==> src/common/stream_pkg.sv <==
/* stream word and beat types shared by both sides of the FIFO
   the word width is fixed here and cannot be set per instance */
package stream_pkg;

    // width of one payload word in bits
    localparam int STREAM_WORD_WIDTH = 8;

    // one payload word as it is stored in the buffer RAM
    typedef logic [STREAM_WORD_WIDTH-1:0] stream_word_t;

    // one beat of a ready/valid stream; ready travels on its own wire
    // in the opposite direction, so it is not part of the beat
    typedef struct packed {
        logic         valid;
        stream_word_t data;
    } stream_beat_t;

    // how much the FIFO holds, counting the word in the output register
    // busy covers every count from 1 to DEPTH-1
    typedef enum logic [1:0] {
        FILL_EMPTY = 2'b00,
        FILL_BUSY  = 2'b01,
        FILL_FULL  = 2'b10
    } fill_state_e;

endpackage

==> src/common/buffer_pkg.sv <==
/* control word from the FIFO control block to its storage
   all fields are single-cycle strobes, valid in the cycle they are high */
package buffer_pkg;

    // write_enable also advances the write address counter, since every
    // write fills exactly one new slot
    // read_enable loads the RAM output register from the read address
    // advance_read steps the read address counter on to the next slot
    // update_output lets the output valid register take a new value
    typedef struct packed {
        logic write_enable;
        logic read_enable;
        logic advance_read;
        logic update_output;
    } buffer_ctrl_t;

endpackage

==> src/pipeline_fifo/wrap_address_counter.sv <==
/* counts 0 to DEPTH-1 and wraps, so DEPTH need not be a power of two
   advances at most one step per cycle */
`timescale 1ns/1ns

module wrap_address_counter #(
    parameter int DEPTH = 4
) (
    input  logic                     clock,
    input  logic                     rst_n,
    input  logic                     clear,
    input  logic                     advance,
    output logic [$clog2(DEPTH)-1:0] addr
);

    localparam int ADDR_WIDTH = $clog2(DEPTH);
    // last valid slot, after which the address goes back to zero
    localparam logic [ADDR_WIDTH-1:0] ADDR_LAST = ADDR_WIDTH'(DEPTH - 1);

    always_ff @(posedge clock or negedge rst_n) begin
        if (!rst_n) begin
            addr <= '0;
        end else if (clear) begin
            addr <= '0;
        end else if (advance) begin
            // wrap explicitly, the natural binary rollover only fits powers of two
            if (addr == ADDR_LAST) begin
                addr <= '0;
            end else begin
                addr <= addr + 1'b1;
            end
        end
    end

    // with a non power of two depth the upper codes must never show up
    a_addr_in_range : assert property (
        @(posedge clock) disable iff (!rst_n)
        int'(addr) < DEPTH
    ) else $error("address counter left the 0 to DEPTH-1 range");

endmodule

==> src/pipeline_fifo/simple_dual_port_ram.sv <==
/* one write port, one registered read port, storage has no reset
   no write forwarding, so a read and a write must never hit the same address */
`timescale 1ns/1ns

module simple_dual_port_ram #(
    parameter int DEPTH = 4
) (
    input  logic                     clock,
    input  buffer_pkg::buffer_ctrl_t buffer_ctrl,
    input  logic [$clog2(DEPTH)-1:0] write_addr,
    input  logic [$clog2(DEPTH)-1:0] read_addr,
    input  stream_pkg::stream_word_t write_data,
    output stream_pkg::stream_word_t read_data
);
    import stream_pkg::*;

    stream_word_t mem [DEPTH];

    always_ff @(posedge clock) begin
        if (buffer_ctrl.write_enable) begin
            mem[write_addr] <= write_data;
        end
    end

    // the read register holds its word until the next read, which keeps the
    // FIFO output stable during back-pressure
    always_ff @(posedge clock) begin
        if (buffer_ctrl.read_enable) begin
            read_data <= mem[read_addr];
        end
    end

    // the control block keeps the two counters apart whenever both ports work,
    // which is what lets this RAM skip collision handling
    a_no_address_collision : assert property (
        @(posedge clock)
        buffer_ctrl.write_enable && buffer_ctrl.read_enable |-> write_addr != read_addr
    ) else $error("RAM read and write to the same address in one cycle");

endmodule

==> src/pipeline_fifo/fifo_flow_control.sv <==
/* occupancy counts every word accepted and not yet delivered, output register included
   clear and rst_n both return it to empty; clear wins over a handshake in the same cycle */
`timescale 1ns/1ns

module fifo_flow_control #(
    parameter int DEPTH = 4
) (
    input  logic                     clock,
    input  logic                     rst_n,
    input  logic                     clear,
    input  logic                     in_valid,
    output logic                     in_ready,
    output logic                     out_valid,
    input  logic                     out_ready,
    output buffer_pkg::buffer_ctrl_t buffer_ctrl,
    output stream_pkg::fill_state_e  fill_state
);
    import stream_pkg::*;

    // the count must reach DEPTH itself, so it needs room for DEPTH+1 values
    localparam int COUNT_WIDTH = $clog2(DEPTH + 1);
    localparam logic [COUNT_WIDTH-1:0] COUNT_ZERO = '0;
    localparam logic [COUNT_WIDTH-1:0] COUNT_FULL = COUNT_WIDTH'(DEPTH);

    // the held word count is the whole FSM state
    logic [COUNT_WIDTH-1:0] word_count;
    // words still sitting in the RAM that have not been read out yet
    logic [COUNT_WIDTH-1:0] unread_count;

    logic empty;
    logic busy;
    logic full;
    logic insert;
    logic remove;
    logic load;
    logic unload;
    logic flow;

    assign empty = (word_count == COUNT_ZERO);
    assign full  = (word_count == COUNT_FULL);
    assign busy  = !empty && !full;

    // input side only stops the sender when every slot is taken
    assign in_ready = !full;
    assign insert   = in_valid && in_ready;

    // a word leaves the FIFO only on an output handshake
    assign remove = out_valid && out_ready;

    // the word in the output register has already left the RAM
    assign unread_count = word_count - COUNT_WIDTH'(out_valid);

    // load counts up, unload counts down, flow keeps the count
    // flow can only happen in the busy range, since insert needs a free slot
    // and remove needs a held word
    assign load   = insert && !remove;
    assign unload = remove && !insert;
    assign flow   = busy && insert && remove;

    always_comb begin
        // the output register may change when it is empty or being emptied
        buffer_ctrl.update_output = !out_valid || out_ready;
        // prefetch from the RAM whenever the output register can take a word
        buffer_ctrl.read_enable   = buffer_ctrl.update_output && (unread_count != COUNT_ZERO);
        // every read takes one slot out of the RAM, prefetch or not
        buffer_ctrl.advance_read  = buffer_ctrl.read_enable;
        // every accepted word goes straight into the RAM
        buffer_ctrl.write_enable  = load || flow;
    end

    always_comb begin
        if (full) begin
            fill_state = FILL_FULL;
        end else if (busy) begin
            fill_state = FILL_BUSY;
        end else begin
            fill_state = FILL_EMPTY;
        end
    end

    always_ff @(posedge clock or negedge rst_n) begin
        if (!rst_n) begin
            word_count <= COUNT_ZERO;
        end else if (clear) begin
            word_count <= COUNT_ZERO;
        end else if (load) begin
            word_count <= word_count + 1'b1;
        end else if (unload) begin
            word_count <= word_count - 1'b1;
        end
    end

    // valid follows the read strobe one cycle later, matching the RAM latency
    // while the consumer stalls a full output register, nothing here moves
    always_ff @(posedge clock or negedge rst_n) begin
        if (!rst_n) begin
            out_valid <= 1'b0;
        end else if (clear) begin
            out_valid <= 1'b0;
        end else if (buffer_ctrl.update_output) begin
            out_valid <= buffer_ctrl.read_enable;
        end
    end

    // out_valid never runs ahead of the count, so an empty FIFO never reads
    a_no_read_when_empty : assert property (
        @(posedge clock) disable iff (!rst_n)
        empty |-> !buffer_ctrl.read_enable && !out_valid
    ) else $error("RAM read or output valid while the FIFO is empty");

    a_count_in_range : assert property (
        @(posedge clock) disable iff (!rst_n)
        word_count <= COUNT_FULL
    ) else $error("held word count above DEPTH");

endmodule

==> src/pipeline_fifo/pipeline_fifo_buffer.sv <==
/* ready/valid FIFO with two cycles from input valid to output valid and no
   combinational path from input to output; DEPTH may be any value from 2 up */
`timescale 1ns/1ns

module pipeline_fifo_buffer #(
    parameter int DEPTH = 4
) (
    input  logic                     clock,
    input  logic                     rst_n,
    input  logic                     clear,
    input  stream_pkg::stream_beat_t in_beat,
    output logic                     in_ready,
    output stream_pkg::stream_beat_t out_beat,
    input  logic                     out_ready,
    output stream_pkg::fill_state_e  fill_state
);
    import stream_pkg::*;
    import buffer_pkg::*;

    localparam int ADDR_WIDTH = $clog2(DEPTH);

    buffer_ctrl_t          buffer_ctrl;
    logic [ADDR_WIDTH-1:0] write_addr;
    logic [ADDR_WIDTH-1:0] read_addr;
    logic                  out_valid;
    stream_word_t          read_data;

    // the RAM read register is the output data register, so valid and data
    // both come straight from flops
    assign out_beat = '{valid: out_valid, data: read_data};

    fifo_flow_control #(
        .DEPTH       (DEPTH)
    ) flow_control (
        .clock       (clock),
        .rst_n       (rst_n),
        .clear       (clear),
        .in_valid    (in_beat.valid),
        .in_ready    (in_ready),
        .out_valid   (out_valid),
        .out_ready   (out_ready),
        .buffer_ctrl (buffer_ctrl),
        .fill_state  (fill_state)
    );

    // write side steps once per accepted word
    wrap_address_counter #(
        .DEPTH   (DEPTH)
    ) write_counter (
        .clock   (clock),
        .rst_n   (rst_n),
        .clear   (clear),
        .advance (buffer_ctrl.write_enable),
        .addr    (write_addr)
    );

    // read side steps once per word moved into the output register
    wrap_address_counter #(
        .DEPTH   (DEPTH)
    ) read_counter (
        .clock   (clock),
        .rst_n   (rst_n),
        .clear   (clear),
        .advance (buffer_ctrl.advance_read),
        .addr    (read_addr)
    );

    simple_dual_port_ram #(
        .DEPTH       (DEPTH)
    ) buffer_ram (
        .clock       (clock),
        .buffer_ctrl (buffer_ctrl),
        .write_addr  (write_addr),
        .read_addr   (read_addr),
        .write_data  (in_beat.data),
        .read_data   (read_data)
    );

endmodule

==> config.mk <==
export PLATFORM = sky130hd
export DESIGN_NAME = pipeline_fifo_buffer
export DESIGN_NICKNAME = d
export VERILOG_FILES = /design/src/common/stream_pkg.sv /design/src/common/buffer_pkg.sv /design/src/pipeline_fifo/wrap_address_counter.sv /design/src/pipeline_fifo/simple_dual_port_ram.sv /design/src/pipeline_fifo/fifo_flow_control.sv /design/src/pipeline_fifo/pipeline_fifo_buffer.sv
export SDC_FILE = /design/constraint.sdc
export NUM_CORES = 1
export LEC_CHECK = 0
export BUFFER_PORTS_ARGS = -buffer_cell sky130_fd_sc_hd__buf_4
export CAP_MARGIN = 30
export CORE_ASPECT_RATIO = 2
export CORE_UTILIZATION = 56
export DETAILED_ROUTE_END_ITERATION = 10
export GPL_TIMING_DRIVEN = 0
export PLACE_DENSITY = 0.77
export REMOVE_ABC_BUFFERS = 1
export SLEW_MARGIN = 0
export SYNTH_ARGS = -nofsm -noshare
export SYNTH_HDL_FRONTEND = slang
export SYNTH_SLANG_ARGS = --single-unit
==> constraint.sdc <==
create_clock -name clock -period 2.95 [get_ports clock]
set_input_delay 0.1475 -clock clock [delete_from_list [all_inputs] [get_ports clock]]
set_output_delay 0.1475 -clock clock [all_outputs]
set_load 0.02 [all_outputs]
==> reports/metrics.yaml <==
min-delay-start: "in_beat[1]"
synthArstFlopShare: 0.167
slew_headroom: 0.616
num_rows: 30
core_area_mm2: 0.00345
worst_slew_pin_slew_ns: 0.576
clk_path_buf_depth: 2
final_cell_mix: "edfxtp_1, buf_4, mux4_2, dfrtp_1, clkbuf_8"
via_count: 1136
maxCapViolCount: 0
arrival_ns: 2.45
setup_tns_ns: 0
io_pins: 25
setup_slack_ns: 0.684
clock_latency_ns: 0.30
finClkSkew_ns: 0.00732
grt_antenna_before_repair: 0
cp_max_fo: 9
crit_required_ns: 3.13
fmax_mhz: 441
ys.flop_type: "edfxtp_1"
outcome: "finished, final reports clean"
worst_hold_slack_ns: 0.0470
r2r_setup_slack_ns: 0.68
yosysWarningCount: 0
die_w_um: 44.7
min_path_cells: 1
syn_area_mm2: 0.00205
min_to: "buffer_ram.mem[0][1]$_DFFE_PP_"
rsz0062_at_grt: "no"
drive_gt1_frac: 0.289
drt_iter0_drc: 43
ys_seq_area_frac: 0.685
cts_buffers: 5
startpoint: "flow_control.word_count[2]$_DFFE_PN0P_"
synthCells: 125
numPortBuffers: 24
place_congestion: 0.701
dp_slack_ns: 0.697
start_util: 0.592
ctsResizeCount: 0
reg2reg_from: "flow_control.word_count[2]$_DFFE_PN0P_"
start_kind: "flip-flop"
finalCritPeriodShare: 0.768
groute.usage.overall: 0.207
viasPerCell: 5.77
worstSetupEndpointType: "flip-flop"
grt_pass1_wl_um: 5550
grt_max_degree: 15
cts_setup_buffers: 0
layout_min_cycle_time_ns: 2.27
firstDrtPassIters: 4
finalMaxSlewViolations: 0
hold_viol_final: 0
cts-root-buf: "clkbuf_8"
ctsHoldBuffers: 1
cts.sinks: 48
fp.dieArea_mm2: 0.00391
holdCritPathClass: "in2reg"
vdd.ir_drop.worst_mv: 0.667
worstReg2RegEnd: "flow_control.word_count[2]$_DFFE_PN0P_"
finalSetupViolCount: 0
ff2ff_path_depth: 6
clk_pin_slew_ns: 0.09
overflow: 0
p_leak_nw: 0.878
drcViolationCount: 0
fp.dieH_um: 87.5
hpwl_um: 2470
n_antenna_cell: 0
avgSynthCellArea_um2: 16.4
synth_edf_count: 40
cts_tree: "yes"
finalNetCount: 167
grt_pass1_vias: 1208
p_per_area_mw_per_mm2: 1020
wl_um: 3430
synth-seq-cells: 48
ant_nets: 0
synth_cell_types: 39
routedWlPerCell_um: 17.4
layout_commonest_cell: "edfxtp_1"
h-tree-depth: 2
path_class: "reg2reg"
area_growth_pct: 15.8
-- sequential cells by signal, summed over array words and instances (netlist names) --
name	count
buffer_ram.mem	32
buffer_ram.read_data	8
flow_control.out_valid	1
flow_control.word_count	3
read_counter.addr	2
write_counter.addr	2
-- routing by layer --
metal	vias to the layer above	track usage	part of all wire	wire, um
li1	509	-	-	-
met5	-	0	0	0
met1	584	0.201	0.35	1190
met4	0	0.118	0.024	82
met3	8	0.0373	0.032	109
met2	35	0.382	0.60	2050
-- metrics by stage --
stage / cells / power [W] / utilization / instance area [um^2]
after floorplan: 116 / 0.00163 / - / 1990
after global placement: 188 / 0.00187 / 0.646 / 2230
after detailed placement: 188 / 0.00192 / 0.646 / 2230
after CTS: 197 / 0.00243 / 0.686 / 2370
after global routing: 197 / 0.00254 / 0.686 / 2370
final: 197 / 0.00242 / 0.686 / 2370
-- final cells by class --
class / count / area (um^2)
inverter: 6 / 22.5
sequential: 48 / 1400
clock inverter: 1 / 30.0
timing repair buffer: 25 / 190
multi-input combinational: 62 / 568
clock buffer: 7 / 96.3
tap: 48 / 60.1
fill: 259 / 1080
-- cell usage after synthesis (2+ instances only) --
| cell type | number | share of area |
|---|---|---|
| nor2_1 | 4 | 0.0073 |
| xnor2_1 | 3 | 0.013 |
| edfxtp_1 | 40 | 0.59 |
| clkbuf_1 | 3 | 0.0055 |
| buf_4 | 3 | 0.011 |
| and3_1 | 3 | 0.0092 |
| nor2b_1 | 2 | 0.0061 |
| ha_1 | 5 | 0.031 |
| dfrtp_1 | 8 | 0.098 |
| mux4_2 | 8 | 0.088 |
| nand2_1 | 4 | 0.0073 |
| nor3_1 | 3 | 0.0073 |
| and2_1 | 5 | 0.015 |
| or3_1 | 2 | 0.0061 |
| a21oi_1 | 3 | 0.0073 |
| nand3_1 | 2 | 0.0049 |
| inv_1 | 5 | 0.0092 |
-- worst max-delay path: stages, from the launching register on --
cell	delay, ns
dfrtp_1	0.50
or3b_1	0.48
and3_1	0.23
fa_1	0.42
or3_1	0.38
nand3_1	0.09
a31oi_1	0.07
-- kinds of logic (layout without fill, tap and decap cells) --
group,after synthesis,in the layout,synth area share
muxes,9,9,0.0930
DFF,48,48,0.685
xor gates and xnor gates,4,4,0.0171
buffers and inverters,15,39,0.0373
adders and majority gates,6,6,0.0404
and+or+nand+nor,31,31,0.0856
AOI/OAI and AO/OA,12,12,0.0416
-- where the power goes --
group / switching (W) / leakage [nW] / total [W] / internal [W]
sequential: 0.000132 / 0.477 / 0.00109 / 0.000954
clock: 0.000210 / 0.0645 / 0.000509 / 0.000299
combinational: 0.000444 / 0.337 / 0.000823 / 0.000380
-- worst max-delay path by stage --
stage                     slack (ns)                                      to  cells after the start
final                           0.68  flow_control.word_count[2]$_DFFE_PN0P_                      6
after detailed placement        0.70  flow_control.word_count[2]$_DFFE_PN0P_                      6
after CTS                       0.68  flow_control.word_count[2]$_DFFE_PN0P_                      6
after floorplan                 0.74  flow_control.word_count[2]$_DFFE_PN0P_                      6
after global routing            0.57  flow_control.word_count[2]$_DFFE_PN0P_                      6
after global placement          0.76  flow_control.word_count[2]$_DFFE_PN0P_                      6
No activity file was read; power rests on OpenSTA's default activity.
